[src/zmem_pkg.sv]
package zmem_pkg;

	// widths of the cpu side
	localparam int CPU_AW = 16;
	localparam int BYTE_W = 8;

	// widths of the dram side
	localparam int PAGE_W = 8;
	localparam int DRAM_AW = 21;
	localparam int WORD_W = 16;

	// cache split of a dram word address
	localparam int INDEX_W = 8;
	localparam int TAG_W = DRAM_AW - INDEX_W;

	typedef logic [CPU_AW-1:0] cpu_addr_t;
	typedef logic [PAGE_W-1:0] page_t;
	// page on top of za[13:1]
	typedef logic [DRAM_AW-1:0] dram_addr_t;
	typedef logic [WORD_W-1:0] word_t;
	typedef logic [BYTE_W-1:0] byte_t;
	typedef logic [TAG_W-1:0] tag_t;
	typedef logic [INDEX_W-1:0] index_t;

	// rom lives in the top 32 pages
	localparam page_t ROM_PAGE_BASE = 8'hE0;
	// za[13:8] of the dos entry point, 3Dxx
	localparam logic [5:0] DOS_ENTRY_HI = 6'h3D;

	typedef enum logic [2:0] {
		IDLE,
		LOOKUP,
		DRAM_REQ,
		DRAM_REL,
		WAIT,
		DONE
	} ctrl_state_t;

endpackage

[src/access_ctrl.sv]
`timescale 1ns/1ns

module access_ctrl #(
	parameter int WAIT_CYCLES = 2
) (
	input  logic            clk,
	input  logic            rst,
	input  logic            z_req,
	input  logic            z_rd,
	input  logic            z_wr,
	input  logic            za0,
	input  zmem_pkg::byte_t z_wdata,
	input  logic            rom_sel,
	input  logic            wr_allow,
	input  logic            cache_en,
	input  logic            hit,
	input  zmem_pkg::word_t hit_data,
	output logic            access_start,
	output logic            fill,
	output logic            inval,
	output logic            timer_load,
	input  logic            timer_expired,
	output logic            dram_req,
	output logic            dram_we,
	output logic            dram_bsel,
	output zmem_pkg::word_t dram_wdata,
	input  logic            dram_ack,
	input  zmem_pkg::word_t dram_rdata,
	output logic            z_done,
	output zmem_pkg::byte_t z_rdata
);

	zmem_pkg::ctrl_state_t state;
	zmem_pkg::ctrl_state_t state_n;
	zmem_pkg::word_t rdata_r;
	logic cache_hit;
	logic wr_blocked;

	// rom reads are cached like ram
	assign cache_hit = z_rd && cache_en && hit;
	// protected rom write, finishes with no dram cycle
	assign wr_blocked = z_wr && rom_sel && !wr_allow;

	always_comb
	begin
		state_n = state;
		access_start = 1'b0;
		timer_load = 1'b0;
		fill = 1'b0;
		inval = 1'b0;
		case (state)
			zmem_pkg::IDLE:
			begin
				if (z_req)
				begin
					access_start = 1'b1;
					state_n = zmem_pkg::LOOKUP;
				end
			end
			zmem_pkg::LOOKUP:
			begin
				if (cache_hit || wr_blocked)
				begin
					// turbo load expires at once, straight to DONE
					timer_load = 1'b1;
					state_n = timer_expired ? zmem_pkg::DONE : zmem_pkg::WAIT;
				end
				else
				begin
					// stale copy goes before the write lands
					inval = z_wr;
					state_n = zmem_pkg::DRAM_REQ;
				end
			end
			zmem_pkg::DRAM_REQ:
			begin
				if (dram_ack)
				begin
					fill = !dram_we;
					state_n = zmem_pkg::DRAM_REL;
				end
			end
			zmem_pkg::DRAM_REL:
			begin
				// four-phase, wait for ack to drop
				if (!dram_ack)
				begin
					timer_load = 1'b1;
					state_n = timer_expired ? zmem_pkg::DONE : zmem_pkg::WAIT;
				end
			end
			zmem_pkg::WAIT:
			begin
				if (timer_expired)
					state_n = zmem_pkg::DONE;
			end
			zmem_pkg::DONE:
			begin
				// hold until the cpu ends its cycle
				if (!z_req)
					state_n = zmem_pkg::IDLE;
			end
			default:
				state_n = zmem_pkg::IDLE;
		endcase
	end

	always_ff @(posedge clk)
	begin
		if (rst)
		begin
			state <= zmem_pkg::IDLE;
			dram_req <= 1'b0;
			z_done <= 1'b0;
		end
		else
		begin
			state <= state_n;
			// pulse on entry to DONE only
			z_done <= (state_n == zmem_pkg::DONE) && (state != zmem_pkg::DONE);
			if (state_n == zmem_pkg::DRAM_REQ && state == zmem_pkg::LOOKUP)
				dram_req <= 1'b1;
			else if (state == zmem_pkg::DRAM_REQ && dram_ack)
				dram_req <= 1'b0;
		end
	end

	// request payload, frozen while dram_req is up
	always_ff @(posedge clk)
	begin
		if (state == zmem_pkg::LOOKUP)
		begin
			dram_we <= z_wr;
			dram_bsel <= za0;
			dram_wdata <= {z_wdata, z_wdata};
			if (cache_hit)
				rdata_r <= hit_data;
		end
		else if (fill)
			rdata_r <= dram_rdata;
	end

	// byte lane by za0
	assign z_rdata = za0 ? rdata_r[15:8] : rdata_r[7:0];

	a_req_held: assert property (
		@(posedge clk) disable iff (rst)
		(state == zmem_pkg::DRAM_REQ && !dram_ack) |=> dram_req
	);

	a_done_pulse: assert property (
		@(posedge clk) disable iff (rst)
		z_done |=> !z_done
	);

endmodule

[config.mk]
export PLATFORM = sky130hd
export DESIGN_NAME = access_ctrl
export DESIGN_NICKNAME = d
export VERILOG_FILES = /design/src/zmem_pkg.sv /design/src/access_ctrl.sv
export SDC_FILE = /design/constraint.sdc
export NUM_CORES = 1
export LEC_CHECK = 0
export BUFFER_PORTS_ARGS = -buffer_cell sky130_fd_sc_hd__buf_4
export CAP_MARGIN = 10
export CORE_MARGIN = 2
export CORE_UTILIZATION = 27
export DETAILED_ROUTE_END_ITERATION = 16
export HOLD_SLACK_MARGIN = 0.12
export MAX_ROUTING_LAYER = met4
export PLACE_DENSITY = 0.53
export REMOVE_ABC_BUFFERS = 1
export SLEW_MARGIN = 20
export SYNTH_ARGS = -nofsm -noshare
export SYNTH_HDL_FRONTEND = slang
export SYNTH_SLANG_ARGS = --single-unit
export TNS_END_PERCENT = 30
[constraint.sdc]
create_clock -name clk -period 4.34 [get_ports clk]
set_input_delay 0.434 -clock clk [delete_from_list [all_inputs] [get_ports clk]]
set_output_delay 0.434 -clock clk [all_outputs]
set_load 0.005 [all_outputs]
Word-level counts from Yosys, hierarchy flattened:

Cells that the tools add are included.

* register bits after elaboration: 39
* latch bits: 0
* bits in writable memories: 0
* bits in read-only memories: 0
* input port bits: 52
* output and inout bits: 32
* logic and storage cells: 53
* memories: 0

* $add $sub $neg: 0
* multiply operators: 0
* divide/modulo/power cells: 0
* order comparisons: 0
* equal/unequal tests: 9
* shifts and indexed selects: 0
* multiplexer cells: 23
* bitwise operators: 0
* reductions and logical operators: 14

Operators with widths (count)
* 16-bit two-way mux: 3
* 3-bit two-way mux: 6
* 3-bit one-hot mux with 6 select lines: 1
* 1-bit two-way mux: 11
* 3-bit by 2-bit equality test with 1-bit output (second input constant): 3
* 3-bit equality test (second input constant): 3
* 8-bit two-way mux: 1
* 1-bit logical AND: 7
* 2-bit nonzero test: 2
* 3-bit by 1-bit equality test with 1-bit output (second input constant): 1
* 3-bit logical NOT: 1
* 3-bit inequality test (second input constant): 1
* 1-bit logical NOT: 2
* 2-bit inequality test (second input constant): 1
* 1-bit one-hot mux with 2 select lines: 1
* 2-bit AND reduction: 1
* 1-bit logical OR: 1

Longest topological paths before layout:

Gate-level depths: netlist of the first run.

* word-level depth: 8
* depth in mapped cells: 5
* gate-level depth less buffers: 3

Least setup slack after synthesis of the first run:

OpenSTA, ideal clock, no wires.

* path kind: flip-flop to flip-flop
* start point: register state[0]
* end point: register rdata_r[0], enable pin
* library setup time: 367 ps
* arrival time: 1379 ps
* data required time: 3973 ps
* path slack: 2594 ps
* cell stages (with the launch flop): 5
* buffers on the path: 1
* period minus slack after synthesis: 1746 ps
* cells stage by stage: dfxtp_1 buf_4 or3b_1 nor3_2 a21o_1

* word-level cells in the longest chain between the ends: 4
* elaborated cells between the ends (all ways): 6
* those cells by class: eq/ne: 3; mux: 1; reduce/logical: 2

Ends and longest elaborated chain
* from (decl): line access_ctrl.sv:33 `zmem_pkg::ctrl_state_t state;`
* from (signal assigned): line access_ctrl.sv:112 `state <= zmem_pkg::IDLE;`
* from (signal assigned): line access_ctrl.sv:118 `state <= state_n;`
* 3-bit by 2-bit equality test with 1-bit output: line access_ctrl.sv:51 `case (state)`
* 1-bit two-way mux: line access_ctrl.sv:51
* named net fill: line access_ctrl.sv:19 `output logic fill,`
* 2-bit nonzero test (no source line)
* 2-bit AND reduction (no source line)
* to (signal assigned): line access_ctrl.sv:137 `rdata_r <= hit_data;`
* to (signal assigned): line access_ctrl.sv:140 `rdata_r <= dram_rdata;`
* to (decl): line access_ctrl.sv:35 `zmem_pkg::word_t rdata_r;`

The timed path passes the listed nets, and every way through them passes these cells.
A chain may end at the register's enable or synchronous reset.

Worst setup path after layout of the first run:

* start point: register state[0]
* end point: output inval

* word-level cells in the longest chain between the ends: 2

Ends and longest elaborated chain
* 3-bit by 1-bit equality test with 1-bit output: line access_ctrl.sv:51
* 1-bit two-way mux: line access_ctrl.sv:51
* to (decl): line access_ctrl.sv:20 `output logic inval,`

Every way passes these cells.

==> impl_metrics.json, run 1 <==
{
  "portBuffers": 83,
  "rows": 27,
  "ir_worst_vdd_v": 0.000131,
  "cts.sinks": 31,
  "hold_buffers": 0,
  "dr.pass1.iters": 5,
  "die_y_um": 79.7,
  "grt_pass1_wl_mm": 5.34,
  "grt_busiest_layer": "met2",
  "dp_hpwl_mm": 2.80,
  "routedWlPerCell_um": 13.9,
  "reg2reg_from": "state[0]$_SDFF_PP0_",
  "nFillCells": 519,
  "post-route-period-util_pct": 51.5,
  "clock_latency_ns": 0.27,
  "critical_path_class": "register to primary output",
  "holdPathEnd": "dram_req$_SDFFE_PP0P_",
  "diodes": 0,
  "synth_warnings": 0,
  "hp-start": "rst",
  "setup_tns_ns": 0,
  "min_path_cells": 2,
  "vias": 1156,
  "regToRegEndpoint": "rdata_r[2]$_DFFE_PP_",
  "area_growth_pct": 44.0,
  "first_iter_violations": 32,
  "relSlewSlack_pct": 54.9,
  "syn_area_um2": 1550,
  "cts_setup_buffers": 0,
  "synth_top_cell_by_area": "edfxtp_1",
  "grt_pass1_vias": 1125,
  "synth.distinct_cells": 33,
  "r2r_setup_slack_ns": 2.23,
  "wirelength_mm": 3.57,
  "start_util_pct": 28.1,
  "finalSetupViolCount": 0,
  "cts.root.buffer_cell": "clkbuf_8",
  "critPathTopFamily": "simple AND/OR/NAND/NOR gates",
  "grt_overflow": 0,
  "cp_max_fo": 14,
  "clk_pin_slew_ns": 0.06,
  "grtUsageMet1_pct": 13.1,
  "slew_viol_final": 0,
  "grtUsageTotal_pct": 11.6,
  "drive_gt1_share_pct": 64.7,
  "gp_congestion": 0.821,
  "finalCriticalPeriod_ns": 2.23,
  "holdWs_ns": 0.331,
  "synth_area_leaders": "edfxtp_1 (50%), mux2_2 (18%), dfxtp_1 (6.5%)",
  "synth_area_per_cell_um2": 14.3,
  "p_leak_nw": 0.930,
  "startpoint_type": "register",
  "rsz0062_at_grt": "no",
  "path_cells": "nor3b_4 > nand2_1 > nor3_1 > buf_4",
  "cts_buffers": 5,
  "core_um2": 5510,
  "fin_skew_ns": 0.00260,
  "grt_max_degree": 18,
  "rr_worst_depth": 3,
  "cp_data_arrival_time_ns": 1.80,
  "num_io_pins": 84,
  "worst_pin_slew_ns": 0.676,
  "max_freq_mhz": 447,
  "synth_cells": 108,
  "synth.top_cell.area_share_pct": 50.5,
  "die_area_um2": 6350,
  "postRouteAntennaNets": 0,
  "antenna_found_initial": 0,
  "status": "finished, final reports clean",
  "slowest_delay_ns": 0.65,
  "drc": 0,
  "cap_violations": 0,
  "hold_class": "primary input to register",
  "end_kind": "primary output",
  "ctsResizeCount": 0,
  "clock_path_buffers": 2,
  "gr-usage-met3_pct": 4.19,
  "cp.buffers_inverters": 1,
  "worstPathRequired_ns": 3.91,
  "synth-seq-area-share_pct": 57.0,
  "use_met2_pct": 19.0,
  "hold_viol_final": 0,
  "cts.htree.levels": 2,
  "die_w_um": 79.7,
  "ys_seq_elements": 31,
  "nNetsFinal": 235,
  "critPathSlowestCell": "nor3b_4",
  "vias_per_cell": 4.52,
  "power_density_nw_per_um2": 343,
  "cts_tree": "done"
}
[per-layer routing]
| layer | vias up | routed length, µm | share of wire [%] |
|---|---|---|---|
| met4 | 0 | 38 | 1.1 |
| met5 | - | 0 | 0 |
| met1 | 534 | 1390 | 39 |
| li1 | 547 | - | - |
| met2 | 73 | 1760 | 49 |
| met3 | 2 | 378 | 11 |
[worst max path at each step]
stage                                    from               endpoint  slack [ns]  cells after the start
after detailed placement  state[0]$_SDFF_PP0_   rdata_r[3]$_DFFE_PP_        2.23                      3
final                     state[0]$_SDFF_PP0_                  inval        2.11                      4
after global routing      state[0]$_SDFF_PP0_                  inval        1.91                      4
after floorplan           state[0]$_SDFF_PP0_   rdata_r[0]$_DFFE_PP_        2.19                      2
after global placement    state[0]$_SDFF_PP0_  rdata_r[10]$_DFFE_PP_        2.30                      3
after CTS                 state[0]$_SDFF_PP0_                  inval        2.09                      4
[Yosys cell counts]
library cell and n:
and3_1 1, o31ai_1 1, o311a_1 2, o2111ai_2 1, buf_6 3, mux2_2 25
o221ai_1 1, o41a_1 1, nand2_1 3, a211oi_2 1, buf_4 10, nand2b_1 1
dfxtp_1 5, nor3_2 1, o211a_1 1, nand4_1 1, clkbuf_1 2, nor4b_1 1
and3b_1 1, nor2b_1 2, a21o_1 1, edfxtp_1 26, buf_2 1, nor3_1 1
inv_1 5, o21ai_0 1, or3b_1 1, nor2_1 2, nor3b_4 1, o21a_1 1
a32oi_1 2, and2_1 1, nand3_1 1
[cell type report]
cell class	count	area, µm²	area share (%)
clock inverter	1	5.00	0.225
multi-input combinational	56	526	23.6
clock buffer	7	76.3	3.43
timing repair buffer	84	631	28.3
inverter	5	18.8	0.843
sequential	31	881	39.6
tap	72	90.1	4.04
[state kept, by name, summed over array words and instances, names as in the netlist]
name / cells
rdata_r: 16
dram_wdata: 8
state: 3
dram_bsel: 1
dram_req: 1
dram_we: 1
z_done: 1
[layout by cell type (no fill, tap or decap), drive strengths merged]
cell type / Yosys / routed
nor2b: 2 / 2
clkbuf: 2 / 7
o211a: 1 / 1
o221ai: 1 / 1
and3: 1 / 1
and2: 1 / 1
clkinv: 0 / 1
or3b: 1 / 1
and3b: 1 / 1
buf: 14 / 84
nor3b: 1 / 1
nor3: 2 / 2
nand4: 1 / 1
mux2: 25 / 25
o31ai: 1 / 1
a32oi: 2 / 2
a21o: 1 / 1
o21a: 1 / 1
nor2: 2 / 2
edfxtp: 26 / 26
inv: 5 / 5
dfxtp: 5 / 5
nor4b: 1 / 1
nand3: 1 / 1
nand2: 3 / 3
a211oi: 1 / 1
o21ai: 1 / 1
o2111ai: 1 / 1
o41a: 1 / 1
nand2b: 1 / 1
o311a: 2 / 2
[through the flow]
step,cells,setup WS (ns),cell area (µm²),util (%),total power [W]
global placement,248,2.30,2150,39.0,0.000565
finish,256,2.11,2230,40.4,0.000764
floorplan,92,2.19,1430,-,0.000464
global route,256,1.91,2230,40.4,0.000806
detailed placement,248,2.23,2150,39.0,0.000567
CTS,256,2.09,2230,40.4,0.000777
[cell families (layout without fill, tap and decap cells)]
kind of cell / Yosys count / count (layout) / share of synthesized area, %
flops: 31 / 31 / 57.0
mux: 25 / 25 / 18.2
buf+inv: 21 / 97 / 9.06
simple gates: 18 / 18 / 7.85
compound gates: 13 / 13 / 7.93
[power breakdown]
group / internal [W] / switching, W / leakage, nW / total, W
clock network: 0.000112 / 0.0000941 / 0.0422 / 0.000206
logic: 0.000112 / 0.0000715 / 0.609 / 0.000183
registers: 0.000357 / 0.0000179 / 0.279 / 0.000374
total: 0.000580 / 0.000183 / 0.930 / 0.000764
(Power assumes the default switching activity.)
==> inputs of run 2 (changes only) <==
==> constraint.sdc (replaced) <==
create_clock -name clk -period 2.19 [get_ports clk]
set_input_delay 0.219 -clock clk [delete_from_list [all_inputs] [get_ports clk]]
set_output_delay 0.219 -clock clk [all_outputs]
set_load 0.005 [all_outputs]
==> run 2 against run 1 <==
Utilization up 1.9 points; hold slack worse by 0.19 ns; sequential power up 98%; via count up 1.7%; routed wire length up 4.1%.
==> impl_metrics.json, run 2 (synthesis results as in run 1) <==
{
  "seq_area_um2": 881,
  "cp.buffers_inverters": 2,
  "p_leak_nw": 0.978,
  "rr_worst_depth": 4,
  "slew_viol_final": 0,
  "dp_hpwl_mm": 2.81,
  "gp_congestion": 0.807,
  "grtUsageTotal_pct": 11.9,
  "grt_pass1_vias": 1254,
  "hold_class": "primary input to register",
  "fin_area_um2": 2330,
  "p_clk_share_pct": 27.1,
  "die_area_um2": 6350,
  "vias_per_cell": 4.40,
  "portBuffers": 83,
  "dpl.cell_count": 250,
  "grt_max_degree": 17,
  "min_path_cells": 1,
  "status": "finished, final reports clean",
  "comb_power_share_pct": 24.8,
  "cts.sinks": 31,
  "critPathSlowestCell": "dfxtp_1",
  "cts.htree.levels": 2,
  "cts.root.buffer_cell": "clkbuf_8",
  "critPathTopFamily": "flip-flops",
  "die_w_um": 79.7,
  "start_util_pct": 28.1,
  "startpoint_type": "register",
  "worstPathRequired_ns": 1.97,
  "end_kind": "primary output",
  "p_sw_share_pct": 24.4,
  "multi_input_area_um2": 526,
  "fin_skew_ns": 0.00651,
  "path_cells": "nor3b_4 > buf_4 > nand2_1 > nor3_1 > buf_4",
  "rows": 27,
  "slowest_delay_ns": 0.47,
  "drive_gt1_share_pct": 62.1,
  "hold_viol_final": 0,
  "num_io_pins": 84,
  "cp_data_arrival_time_ns": 1.58,
  "rsz0062_at_grt": "no",
  "dr.pass1.iters": 4,
  "relSlewSlack_pct": 73.3,
  "wirelength_mm": 3.71,
  "clock_latency_ns": 0.27,
  "holdWs_ns": 0.143,
  "nNetsFinal": 246,
  "p_int_w": 0.00117,
  "drc": 0,
  "cts_tree": "done",
  "post-route-period-util_pct": 82.3,
  "largestRegisters": "rdata_r x16, dram_wdata x8, state x3",
  "grt_pass1_wl_mm": 5.61,
  "die_y_um": 79.7,
  "max_freq_mhz": 555,
  "antenna_found_initial": 0,
  "diodes": 0,
  "final_util_pct": 42.4,
  "r2r_setup_slack_ns": 0.53,
  "critical_path_class": "register to primary output",
  "power.net_switching_w": 0.000376,
  "vias": 1176,
  "finalCriticalPeriod_ns": 1.80,
  "core_um2": 5510,
  "seq_power_share_pct": 48.1,
  "clk_pin_slew_ns": 0.07,
  "routedWlPerCell_um": 13.9,
  "layout_common_cells": "buf_4 (86), edfxtp_1 (26), mux2_2 (25)",
  "worst_pin_slew_ns": 0.399,
  "holdPathEnd": "dram_we$_DFFE_PP_",
  "area_growth_pct": 50.8,
  "largest_reg_flops": 16,
  "cts_buffers": 5,
  "regMostFlops": "rdata_r",
  "postRouteAntennaNets": 0,
  "power_density_nw_per_um2": 661,
  "place_area_um2": 2160,
  "regToRegEndpoint": "rdata_r[13]$_DFFE_PP_",
  "ctsResizeCount": 0,
  "layout_commonest_cell": "buf_4",
  "grt_overflow": 0,
  "nFillCells": 508,
  "finalSetupViolCount": 0,
  "cap_violations": 0,
  "reg2reg_from": "state[2]$_SDFF_PP0_",
  "setup_tns_ns": 0,
  "ir_worst_vdd_v": 0.000305,
  "cp_common_cell": "buf_4",
  "first_iter_violations": 16,
  "stdcell_count": 267,
  "clock_path_buffers": 2,
  "hp-start": "z_wr",
  "cp_max_fo": 15
}
## run 2: cell types whose count changed in the layout (fill, tap and decap cells not counted), sizes merged
cell | before | now
buf | 84 | 86
dlygate4sd3 | 0 | 9
## run 2: routing by layer
layer	global-route usage [%]	vias to the layer above	part of all wire [%]
li1	-	570	-
met1	11.7	546	38
met2	20.9	56	52
met3	4.30	4	7.7
met4	5.34	0	1.5
met5	-	-	0
## run 2: final cells by class
type                            instances  area share, %
Multi-Input combinational cell         56           22.5
Clock inverter                          1          0.215
Sequential cell                        31           37.8
Tap cell                               72           3.86
Inverter                                5          0.805
Timing Repair Buffer                   95           31.5
Clock buffer                            7           3.27
## run 2: per-stage QoR
step	worst slack, ns	total power (W)
4_1_cts	0.365	0.00157
2_1_floorplan	0.0361	0.000920
3_5_place_dp	0.545	0.00113
6_report	0.388	0.00154
3_3_place_gp	0.604	0.00112
5_1_grt	0.250	0.00163
## run 2: how the worst max path moves through the flow
stage	startpoint	to	slack (ns)	cells past startpoint
6_report	state[0]$_SDFF_PP0_	inval	0.39	5
5_1_grt	state[0]$_SDFF_PP0_	inval	0.25	5
4_1_cts	state[0]$_SDFF_PP0_	inval	0.36	5
3_5_place_dp	state[2]$_SDFF_PP0_	rdata_r[11]$_DFFE_PP_	0.55	4
3_3_place_gp	state[0]$_SDFF_PP0_	rdata_r[14]$_DFFE_PP_	0.60	4
2_1_floorplan	state[0]$_SDFF_PP0_	rdata_r[0]$_DFFE_PP_	0.04	2
## run 2: timing repair
item                                   in CTS  in global routing
endpoints found under the hold margin       9                  0
hold buffers                                9                  0
setup buffers                               0                  0
## run 2: power by group through the flow
stage | combinational (W) | clock (W) | sequential (W)
global route | 0.000416 | 0.000464 | 0.000748
detailed placement | 0.000373 | 0 | 0.000754
floorplan | 0.000166 | 0 | 0.000754
finish | 0.000383 | 0.000418 | 0.000742
CTS | 0.000388 | 0.000442 | 0.000742
global placement | 0.000370 | 0 | 0.000751
## run 2: worst register-to-register path: stages (launching register included)
cell and delay [ns]:
dfxtp_1 0.41, or3b_1 0.43, nor3_2 0.16, a21o_1 0.11, buf_4 0.23
