===== config.mk =====
export PLATFORM = sky130hd
export DESIGN_NAME = mem_pager
export DESIGN_NICKNAME = d
export VERILOG_FILES = /design/src/zmem_pkg.sv /design/src/mem_pager.sv
export SDC_FILE = /design/constraint.sdc
export NUM_CORES = 1
export LEC_CHECK = 0
export BUFFER_PORTS_ARGS = -buffer_cell sky130_fd_sc_hd__buf_4
export CORE_UTILIZATION = 31
export CTS_BUF_LIST = sky130_fd_sc_hd__clkbuf_8
export DETAILED_ROUTE_END_ITERATION = 7
export MAX_ROUTING_LAYER = met4
export PLACE_DENSITY = 0.87
export SLEW_MARGIN = 20
export SYNTH_ARGS = -nofsm -noshare
export SYNTH_HDL_FRONTEND = slang
export SYNTH_SLANG_ARGS = --single-unit

===== constraint.sdc =====
create_clock -name clk -period 1.4 [get_ports clk]
set_clock_uncertainty 0.2 [all_clocks]
set_input_delay 0.07 -clock clk [delete_from_list [all_inputs] [get_ports clk]]
set_output_delay 0.07 -clock clk [all_outputs]
set_load 0.1 [all_outputs]

===== src/zmem_pkg.sv =====
package zmem_pkg;

	// widths of the cpu side
	localparam int CPU_AW = 16;
	localparam int BYTE_W = 8;

	// widths of the dram side
	localparam int PAGE_W = 8;
	localparam int DRAM_AW = 21;
	localparam int WORD_W = 16;

	// cache split of a dram word address
	localparam int INDEX_W = 8;
	localparam int TAG_W = DRAM_AW - INDEX_W;

	typedef logic [CPU_AW-1:0] cpu_addr_t;
	typedef logic [PAGE_W-1:0] page_t;
	// page on top of za[13:1]
	typedef logic [DRAM_AW-1:0] dram_addr_t;
	typedef logic [WORD_W-1:0] word_t;
	typedef logic [BYTE_W-1:0] byte_t;
	typedef logic [TAG_W-1:0] tag_t;
	typedef logic [INDEX_W-1:0] index_t;

	// rom lives in the top 32 pages
	localparam page_t ROM_PAGE_BASE = 8'hE0;
	// za[13:8] of the dos entry point, 3Dxx
	localparam logic [5:0] DOS_ENTRY_HI = 6'h3D;

	typedef enum logic [2:0] {
		IDLE,
		LOOKUP,
		DRAM_REQ,
		DRAM_REL,
		WAIT,
		DONE
	} ctrl_state_t;

endpackage


===== src/mem_pager.sv =====
`timescale 1ns/1ns

module mem_pager (
	input  logic                 clk,
	input  logic                 rst,
	input  zmem_pkg::cpu_addr_t  za,
	input  logic                 z_opfetch,
	input  logic                 access_start,
	input  logic [31:0]          page_regs,
	input  logic [3:0]           memconf,
	output zmem_pkg::dram_addr_t dram_addr,
	output logic                 rom_sel,
	output logic                 wr_allow,
	output logic                 dos
);

	logic [1:0] win;
	logic win0;
	zmem_pkg::page_t win_page;
	zmem_pkg::page_t rom_page;
	zmem_pkg::page_t page;
	logic [4:0] rom_pg;
	logic dos_r;
	logic dos_on;
	logic dos_off;
	logic dos_flip;

	// window from the two top address bits
	assign win = za[15:14];
	assign win0 = (win == 2'b00);

	// one byte of page_regs per window
	assign win_page = page_regs[8*win +: 8];

	// window 0 holds rom unless memconf[3] maps ram there
	assign rom_sel = win0 && !memconf[3];

	// low two rom page bits follow dos and the trap enable
	// memconf[2] hands them back to the page register
	assign rom_pg = {page_regs[4:2], memconf[2] ? page_regs[1:0] : {~dos, memconf[0]}};
	assign rom_page = zmem_pkg::ROM_PAGE_BASE | {3'b000, rom_pg};

	assign page = rom_sel ? rom_page : win_page;

	// word address, za[0] picks the byte later
	assign dram_addr = {page, za[13:1]};

	// only the rom window can be write protected
	assign wr_allow = !rom_sel || memconf[1];

	// dos trap, sampled once per access at its start
	assign dos_on = win0 && z_opfetch && access_start
		&& (za[13:8] == zmem_pkg::DOS_ENTRY_HI)
		&& memconf[0] && !memconf[2];
	// any opcode fetch outside window 0 leaves dos
	assign dos_off = !win0 && z_opfetch && access_start;

	// pending change of the flag
	assign dos_flip = (dos_on && !dos_r) || (dos_off && dos_r);

	// new value visible one clock before dos_r
	assign dos = dos_r ^ dos_flip;

	always_ff @(posedge clk)
	begin
		if (rst)
			dos_r <= 1'b0;
		else if (dos_off)
			dos_r <= 1'b0;
		else if (dos_on)
			dos_r <= 1'b1;
	end

endmodule


; Word-level counts from Yosys, hierarchy flattened
; Cells that the tools add are included.
[totals]
reg_bits = 1
in_bits = 56
output_inout_bits = 24
elab_cells = 26
[op_classes]
eq_ne = 1
shift = 1
mux = 2
bitwise = 2
reduce_logical = 19
[op_table]
columns = cell, count
row1 = 32-bit by 6-bit indexed part select with 8-bit output, 1
row2 = 1-bit logical AND, 10
row3 = 8-bit two-way mux, 1
row4 = "6-bit equality test, second input constant", 1
row5 = 1-bit zero test, 5
row6 = 2-bit zero test, 1
row7 = 1-bit logical OR, 2
row8 = 2-bit two-way mux, 1
row9 = 2-bit OR reduction, 1
row10 = 1-bit inverter, 1
row11 = 1-bit bitwise XOR, 1

; Depth between registers and ports, before layout
; Gate-level depths: netlist (run 1).
[depth]
word_depth = 12
ltp_mapped = 4
mapped_depth_nobuf = 3

; Worst setup path after synthesis (run 1)
; OpenSTA, ideal clock, no wires.
[synth_path]
path_type = input -> output
from = input port za[14]
to = output port dram_addr[13]
t_arrival_ns = 2.622
required_time_ns = 1.130
setup_slack_ns = -1.492
cell_stages = 3
path_cell_list = buf_6 > nor3_2 > a21boi_1
[synth_via]
elab_chain_len = 3
[synth_lines]
columns = item, line
row1 = from (decl), mem_pager.sv:6  ; input zmem_pkg::cpu_addr_t za,
row2 = 2-bit zero test, mem_pager.sv:30  ; assign win0 = (win == 2'b00);
row3 = 1-bit logical AND, mem_pager.sv:36  ; assign rom_sel = win0 && !memconf[3];
row4 = named net rom_sel, mem_pager.sv:12  ; output logic rom_sel,
row5 = 8-bit two-way mux, mem_pager.sv:43  ; assign page = rom_sel ? rom_page : win_page;
row6 = to (decl), mem_pager.sv:11  ; output zmem_pkg::dram_addr_t dram_addr,
; The timed path passes the listed nets, and every way through them passes these cells.

; Final worst setup path (run 1)
[layout_path]
from = input port page_regs[0]
to = output port dram_addr[13]
[layout_via]
elab_chain_len = 2
[layout_lines]
columns = item, line
row1 = from (decl), mem_pager.sv:9  ; input logic [31:0] page_regs,
row2 = 32-bit by 6-bit indexed part select with 8-bit output or 2-bit two-way mux (tied branches), "mem_pager.sv:33, mem_pager.sv:40"
row3 = 8-bit two-way mux *, mem_pager.sv:43
; Mark *: on every way between the ends. The rest lies on a longest branch, timed or not.

==> results of run 1 <==
-- what timing repair did --
action | CTS | global route
setup endpoints to repair | 2 | 3
resized for setup | 2 | 3
endpoints found under the hold margin | 7 | 7
pin swaps | 0 | 1
-- cell usage in the layout, fill, tap and decap left out, drive strengths merged --
cell type / n
a21oi: 1
nor4b: 1
mux4: 8
and4: 1
a21boi: 1
mux2i: 1
nand2: 2
o211a: 1
nor3: 2
a311oi: 1
buf: 69
dfxtp: 1
nand2b: 6
a31oi: 1
and4b: 1
o21a: 1
-- how the worst min path moves through the flow --
stage	start	to	slack [ps]	cells after the start
6_report	za[3]	dram_addr[2]	-60	0
5_1_grt	za[2]	dram_addr[1]	-60	0
4_1_cts	za[5]	dram_addr[4]	-60	0
3_5_place_dp	za[5]	dram_addr[4]	-60	0
3_3_place_gp	za[5]	dram_addr[4]	-60	0
2_1_floorplan	rst	dos_r	-50	1
-- area by class of cell --
type | count | area [µm²]
Timing Repair Buffer | 69 | 533.0
Fill cell | 127 | 516.7
Multi-Input combinational cell | 28 | 416.7
Sequential cell | 1 | 20.02
Tap cell | 16 | 20.02
-- power groups by stage --
stage / Combinational (mW) / Clock [mW] / Sequential (mW)
2_1_floorplan: 0.468 / 0 / 0.0291
3_3_place_gp: 0.522 / 0 / 0.0291
3_5_place_dp: 0.528 / 0 / 0.0291
4_1_cts: 0.534 / 0 / 0.0291
5_1_grt: 0.551 / 0 / 0.0291
6_report: 0.534 / 0 / 0.0291
-- metal layers --
layer / track usage [%] / vias up / wire, µm
met1: 16.26 / 266 / 474
met3: 0.8621 / 4 / 162
met5: - / - / 0
li1: - / 276 / -
met2: 34.15 / 49 / 825
met4: 1.250 / 0 / 8
-- kinds of logic (layout without fill, tap and decap cells) --
logic type	after synthesis	after routing
buffers and inverters	15	69
AND/OR/NAND/NOR	13	13
multiplexers	9	9
flip-flops	1	1
AO/OA/AOI/OAI	6	6
-- worst reg2reg max path, delay by kind of cell, from the launching register on --
family	cells	cell delay [ps]
buffers and inverters	1	150
DFF	1	300
AOI/OAI and AO/OA	1	220
and+or+nand+nor	1	80
-- metrics by stage --
stage / total power, mW / hold slack [ps] / util, % / setup slack [ps]
5_1_grt: 0.5797 / -59.83 / 65.70 / 0.1494
4_1_cts: 0.5630 / -59.32 / 64.78 / 5.939
3_3_place_gp: 0.5514 / -59.32 / 64.29 / -41.52
3_5_place_dp: 0.5570 / -59.32 / 64.29 / -51.84
6_report: 0.5630 / -59.87 / 65.70 / 42.33
2_1_floorplan: 0.4974 / -50.69 / - / -484.5
==> run_summary.xml, run 1 <==
<?xml version="1.0" encoding="UTF-8"?>
<metrics>
  <group name="run_status">
    <metric name="status" unit="">finished, violations left</metric>
    <metric name="failing_checks" unit="">negative hold slack</metric>
  </group>
  <group name="floorplan">
    <metric name="initial_standard_cell_utilization_of_the_core" unit="%">33.22</metric>
    <metric name="design.core.area" unit="µm²">1506</metric>
    <metric name="fp-row-count" unit="">14</metric>
    <metric name="die-area" unit="µm²">1779</metric>
    <metric name="design.portCount" unit="">80</metric>
    <metric name="die_width" unit="µm">42.18</metric>
    <metric name="dieHeight" unit="µm">42.18</metric>
  </group>
  <group name="synth">
    <metric name="synth_top_cell_area_share" unit="%">31.50</metric>
    <metric name="synth_seq_cells" unit="">1</metric>
    <metric name="synth_simple_gate_area_share" unit="%">20.50</metric>
    <metric name="post-synth-top-area-cell" unit="">mux4_1</metric>
    <metric name="netlist-cell-type-count" unit="">19</metric>
    <metric name="synth_fa_ha_area_share" unit="%">0</metric>
    <metric name="synth_area" unit="µm²">500.5</metric>
    <metric name="synth.mux.area_fraction" unit="%">42.50</metric>
    <metric name="synth-edff-count" unit="">0</metric>
    <metric name="yosys_warnings" unit="">0</metric>
    <metric name="synth_nets" unit="">100</metric>
    <metric name="asyncSetResetFlopFracSynth" unit="%">0</metric>
    <metric name="synth.top_cells.by_count" unit="">buf_4 (13), mux4_1 (6), nand2b_1 (6)</metric>
    <metric name="synth-xor-area-share" unit="%">0</metric>
    <metric name="ys_top_cells_by_area" unit="">mux4_1 (32%), buf_4 (19%), mux4_2 (9.0%), nand2b_1 (7.5%), nor4b_4 (4.8%)</metric>
    <metric name="dominant_combinational_cell_family_by_area_after_synthesis" unit="">multiplexers</metric>
    <metric name="post_synth_top_flop" unit="">dfxtp_1</metric>
    <metric name="synth_compound_gate_area_share" unit="%">9.000</metric>
    <metric name="syn-mean-instance-area" unit="µm²">11.37</metric>
    <metric name="synth_sequential_area_ratio" unit="%">4.000</metric>
    <metric name="yosysMostFrequentCell" unit="">buf_4</metric>
    <metric name="synthCells" unit="">44</metric>
  </group>
  <group name="setup_path">
    <metric name="reg2reg_depth" unit="">3</metric>
    <metric name="critical_path.n_buffers_inverters" unit="">2</metric>
    <metric name="crit_path_cell_trace" unit="">buf_4, nand2b_1, mux4_2, a21boi_4, buf_8</metric>
    <metric name="crit_slowest_cell" unit="">mux4_2</metric>
    <metric name="critPathLaunchType" unit="">input port</metric>
    <metric name="cp_max_fo" unit="">2</metric>
    <metric name="path_class" unit="">in -&gt; out</metric>
    <metric name="reg2reg_setup_slack" unit="ps">340</metric>
    <metric name="setup.worst_path.start" unit="">page_regs[0]</metric>
    <metric name="worst-endpoint-arrival" unit="ps">1090</metric>
    <metric name="r2r-end" unit="">dos_r</metric>
    <metric name="crit_cells" unit="">5</metric>
    <metric name="crit_required" unit="ps">1130</metric>
    <metric name="cp_top_family" unit="">multiplexers</metric>
    <metric name="worstSetupEndpointType" unit="">primary output</metric>
    <metric name="worstSetupEndpoint" unit="">dram_addr[13]</metric>
    <metric name="critical_path.reg2reg.startpoint" unit="">dos_r</metric>
    <metric name="slowest_delay" unit="ps">440</metric>
  </group>
  <group name="timing">
    <metric name="final_worst_path_cycle_share" unit="%">96.98</metric>
    <metric name="timing_worst_slew_pin_value" unit="ps">265.2</metric>
    <metric name="sum_of_negative_setup_slack" unit="ps">0</metric>
    <metric name="grt_setup_unrepaired" unit="">no</metric>
    <metric name="fmaxAchievable" unit="MHz">736.6</metric>
    <metric name="hold_viol" unit="">7</metric>
    <metric name="holdWs" unit="ps">-59.87</metric>
    <metric name="drv_slew" unit="">0</metric>
    <metric name="setup_violations" unit="">0</metric>
    <metric name="timing.final.crit_period" unit="ps">1358</metric>
    <metric name="max_slew_margin" unit="%">81.82</metric>
  </group>
  <group name="clock_tree">
    <metric name="cts_setup_buffers" unit="">0</metric>
    <metric name="worst_skew_pair.late_latency" unit="ps">0</metric>
  </group>
  <group name="global_route">
    <metric name="antenna_found_initial" unit="">0</metric>
    <metric name="groute.usage.overall" unit="%">16.11</metric>
    <metric name="overflow" unit="">0</metric>
    <metric name="vias_in_the_first_global_route" unit="">589</metric>
    <metric name="grt_max_degree" unit="">8</metric>
    <metric name="grt_first_pass_wirelength" unit="mm">2.263</metric>
  </group>
  <group name="final_layout">
    <metric name="post_route_cells_drive_above_1_share" unit="%">80.61</metric>
    <metric name="biggestRegsByFlops" unit="">dos_r (1)</metric>
    <metric name="stdcell_count" unit="">114</metric>
    <metric name="design.final.nets" unit="">156</metric>
    <metric name="post_route_cell_area" unit="µm²">989.7</metric>
    <metric name="area_growth" unit="%">97.75</metric>
    <metric name="flip_flop_count_of_the_largest_register_after_layout" unit="">1</metric>
    <metric name="antenna-diode-count" unit="">0</metric>
    <metric name="regMostFlops" unit="">dos_r</metric>
  </group>
  <group name="power">
    <metric name="power.sequential.fraction" unit="%">5.2</metric>
    <metric name="power.leakage" unit="nW">0.4992</metric>
    <metric name="combinationalPowerShare" unit="%">94.8</metric>
    <metric name="power.net_switching" unit="µW">336.8</metric>
    <metric name="p_clk_share" unit="%">0</metric>
    <metric name="p_per_area" unit="nW/µm²">568.8</metric>
    <metric name="internal-power" unit="µW">226.2</metric>
    <metric name="switching_share" unit="%">59.82</metric>
    <metric name="vdd_ir_drop_max" unit="V">0.0003056</metric>
  </group>
  <group name="route">
    <metric name="drt_drc_violations_left" unit="">0</metric>
    <metric name="drt_iter0_markers" unit="">3</metric>
    <metric name="postRouteAntennaNets" unit="">0</metric>
    <metric name="wl_per_cell" unit="µm">12.89</metric>
    <metric name="post_drt_via_cell_ratio" unit="">5.219</metric>
    <metric name="vias" unit="">595</metric>
    <metric name="drtPass1Iterations" unit="">3</metric>
    <metric name="detail_route.wirelength" unit="mm">1.470</metric>
  </group>
  <group name="placed_design">
    <metric name="port_buffers" unit="">64</metric>
    <metric name="gp_congestion" unit="">0.7608</metric>
    <metric name="hpwlAfterDp" unit="mm">1.318</metric>
    <metric name="dp.cells" unit="">114</metric>
    <metric name="placedInstanceArea" unit="µm²">968.4</metric>
  </group>
  <group name="hold_path">
    <metric name="hold_path.class" unit="">in -&gt; out</metric>
  </group>
  <group name="run">
    <metric name="cap_viol_max_count" unit="">0</metric>
  </group>
</metrics>
Note: power is estimated with default switching activity, not from simulation.
==> inputs of run 2 (changes only) <==
--- a/config.mk
+++ b/config.mk
@@ -9,7 +9,6 @@
 export CORE_UTILIZATION = 31
 export CTS_BUF_LIST = sky130_fd_sc_hd__clkbuf_8
 export DETAILED_ROUTE_END_ITERATION = 7
-export MAX_ROUTING_LAYER = met4
 export PLACE_DENSITY = 0.87
 export SLEW_MARGIN = 20
 export SYNTH_ARGS = -nofsm -noshare
==> run 2 against run 1 <==
The flow still finishes with violations (negative hold slack). Sequential power barely moved. Via count unchanged. Sequential share of layout area did not move. Maximum frequency unchanged. Combinational power barely moved. Sequential cell count is the same. Cell count is the same. Routed wire length did not move. Critical path type unchanged.
==> run_summary.xml, run 2 (synthesis gave the netlist of run 1 again) <==
<?xml version="1.0" encoding="UTF-8"?>
<metrics>
  <group name="final_layout">
    <metric name="design.final.nets" unit="">156</metric>
    <metric name="regMostFlops" unit="">dos_r</metric>
    <metric name="flip_flop_count_of_the_largest_register_after_layout" unit="">1</metric>
    <metric name="area_growth" unit="%">97.75</metric>
    <metric name="postLayoutCoreUtil" unit="%">65.70</metric>
    <metric name="antenna-diode-count" unit="">0</metric>
    <metric name="biggestRegsByFlops" unit="">dos_r (1)</metric>
    <metric name="post_route_cell_area" unit="µm²">989.7</metric>
    <metric name="mostFrequentLayoutCells" unit="">buf_4 (66), mux4_1 (6), nand2b_1 (5)</metric>
    <metric name="final_common_cell" unit="">buf_4</metric>
    <metric name="post_route_cells_drive_above_1_share" unit="%">80.61</metric>
  </group>
  <group name="timing">
    <metric name="hold_viol" unit="">7</metric>
    <metric name="fmaxAchievable" unit="MHz">736.6</metric>
    <metric name="setup_violations" unit="">0</metric>
    <metric name="final_worst_path_cycle_share" unit="%">96.98</metric>
    <metric name="timing_worst_slew_pin_value" unit="ps">265.2</metric>
    <metric name="timing.final.crit_period" unit="ps">1358</metric>
    <metric name="drv_slew" unit="">0</metric>
    <metric name="holdWs" unit="ps">-59.87</metric>
    <metric name="max_slew_margin" unit="%">81.82</metric>
    <metric name="grt_setup_unrepaired" unit="">no</metric>
  </group>
  <group name="floorplan">
    <metric name="fp-row-count" unit="">14</metric>
    <metric name="die-area" unit="µm²">1779</metric>
    <metric name="die_width" unit="µm">42.18</metric>
    <metric name="initial_standard_cell_utilization_of_the_core" unit="%">33.22</metric>
    <metric name="design.core.area" unit="µm²">1506</metric>
    <metric name="design.portCount" unit="">80</metric>
    <metric name="dieHeight" unit="µm">42.18</metric>
  </group>
  <group name="global_route">
    <metric name="groute.usage.overall" unit="%">15.68</metric>
    <metric name="grt_first_pass_wirelength" unit="mm">2.263</metric>
    <metric name="antenna_found_initial" unit="">0</metric>
    <metric name="overflow" unit="">0</metric>
    <metric name="vias_in_the_first_global_route" unit="">589</metric>
    <metric name="grt_max_degree" unit="">8</metric>
  </group>
  <group name="run_status">
    <metric name="failing_checks" unit="">negative hold slack</metric>
    <metric name="status" unit="">finished, violations left</metric>
  </group>
  <group name="route">
    <metric name="drt_iter0_markers" unit="">3</metric>
    <metric name="postRouteAntennaNets" unit="">0</metric>
    <metric name="detail_route.wirelength" unit="mm">1.470</metric>
    <metric name="drtPass1Iterations" unit="">3</metric>
    <metric name="wl_per_cell" unit="µm">12.89</metric>
    <metric name="vias" unit="">595</metric>
    <metric name="post_drt_via_cell_ratio" unit="">5.219</metric>
    <metric name="drt_drc_violations_left" unit="">0</metric>
  </group>
  <group name="setup_path">
    <metric name="crit_path_cell_trace" unit="">buf_4, nand2b_1, mux4_2, a21boi_4, buf_8</metric>
    <metric name="setup.worst_path.start" unit="">page_regs[0]</metric>
    <metric name="path_class" unit="">in -&gt; out</metric>
    <metric name="cp_top_family" unit="">multiplexers</metric>
    <metric name="critical_path.reg2reg.startpoint" unit="">dos_r</metric>
    <metric name="worstSetupEndpoint" unit="">dram_addr[13]</metric>
    <metric name="critPathLaunchType" unit="">input port</metric>
    <metric name="critical_path.n_buffers_inverters" unit="">2</metric>
    <metric name="worstSetupEndpointType" unit="">primary output</metric>
    <metric name="crit_cells" unit="">5</metric>
    <metric name="r2r-end" unit="">dos_r</metric>
    <metric name="worst-endpoint-arrival" unit="ps">1090</metric>
    <metric name="cp_max_fo" unit="">2</metric>
    <metric name="crit_slowest_cell" unit="">mux4_2</metric>
    <metric name="slowest_delay" unit="ps">440</metric>
    <metric name="crit_required" unit="ps">1130</metric>
    <metric name="reg2reg_depth" unit="">3</metric>
    <metric name="reg2reg_setup_slack" unit="ps">340</metric>
  </group>
  <group name="power">
    <metric name="power.leakage" unit="nW">0.4992</metric>
    <metric name="p_per_area" unit="nW/µm²">568.8</metric>
    <metric name="vdd_ir_drop_max" unit="V">0.0003056</metric>
  </group>
  <group name="placed_design">
    <metric name="placedInstanceArea" unit="µm²">968.4</metric>
    <metric name="hpwlAfterDp" unit="mm">1.318</metric>
    <metric name="gp_congestion" unit="">0.7512</metric>
    <metric name="port_buffers" unit="">64</metric>
  </group>
  <group name="run">
    <metric name="cap_viol_max_count" unit="">0</metric>
  </group>
  <group name="hold_path">
    <metric name="hold_path.class" unit="">in -&gt; out</metric>
  </group>
  <group name="clock_tree">
    <metric name="worst_skew_pair.late_latency" unit="ps">0</metric>
    <metric name="cts_setup_buffers" unit="">0</metric>
  </group>
</metrics>
run 2: cell counts in the layout (fill, tap and decap cells not counted):
No cell type changed its count.
run 2: metrics by stage:
step	worst slack (ps)	instances	setup TNS [ps]	power (mW)	hold WS [ps]
after floorplan	-484.5	44	-1595	0.4974	-50.69
after global placement	-41.52	114	-46.76	0.5514	-59.32
after detailed placement	-51.84	114	-59.69	0.5570	-59.32
after CTS	5.939	114	0	0.5630	-59.32
after global routing	0.1494	114	0	0.5797	-59.83
final	42.33	114	0	0.5630	-59.87
run 2: final cells by class:
class / instances / area, µm²
Tap cell: 16 / 20.02
Sequential cell: 1 / 20.02
Fill cell: 127 / 516.7
Multi-Input combinational cell: 28 / 416.7
Timing Repair Buffer: 69 / 533.0
run 2: worst min path at each step:
| stage | startpoint | cells past startpoint | slack, ps | to |
|---|---|---|---|---|
| 2_1_floorplan | rst | 1 | -50 | dos_r |
| 3_3_place_gp | za[5] | 0 | -60 | dram_addr[4] |
| 3_5_place_dp | za[5] | 0 | -60 | dram_addr[4] |
| 4_1_cts | za[5] | 0 | -60 | dram_addr[4] |
| 5_1_grt | za[2] | 0 | -60 | dram_addr[1] |
| 6_report | za[3] | 0 | -60 | dram_addr[2] |
run 2: worst reg2reg max path: cells and delay by family (launching register included):
family	cells	cell delay (ps)
AND/OR/NAND/NOR	1	80
flip-flops	1	300
AO/OA/AOI/OAI	1	220
buffers and inverters	1	150
run 2: layer usage:
layer  vias to the layer above  part of all wire [%]  GRT usage [%]
met1                       266                    31          15.72
li1                        276                     -              -
met4                         0                  0.54          1.250
met5                         -                     0              0
met2                        49                    56          34.15
met3                         4                    12          1.724
run 2: where the power goes:
| part | internal, mW | switching [mW] | leakage [nW] | total [mW] |
|---|---|---|---|---|
| clock network | 0 | 0 | 0 | 0 |
| logic | 0.197 | 0.337 | 0.491 | 0.534 |
| registers | 0.0291 | 0.00000483 | 0.00805 | 0.0291 |
| total | 0.226 | 0.337 | 0.499 | 0.563 |
run 2: timing repair:
| action | 4_1_cts | 5_1_grt |
|---|---|---|
| setup endpoints to repair | 2 | 3 |
| pin swaps | 0 | 1 |
| resized for setup | 2 | 3 |
| hold endpoints to repair | 7 | 7 |
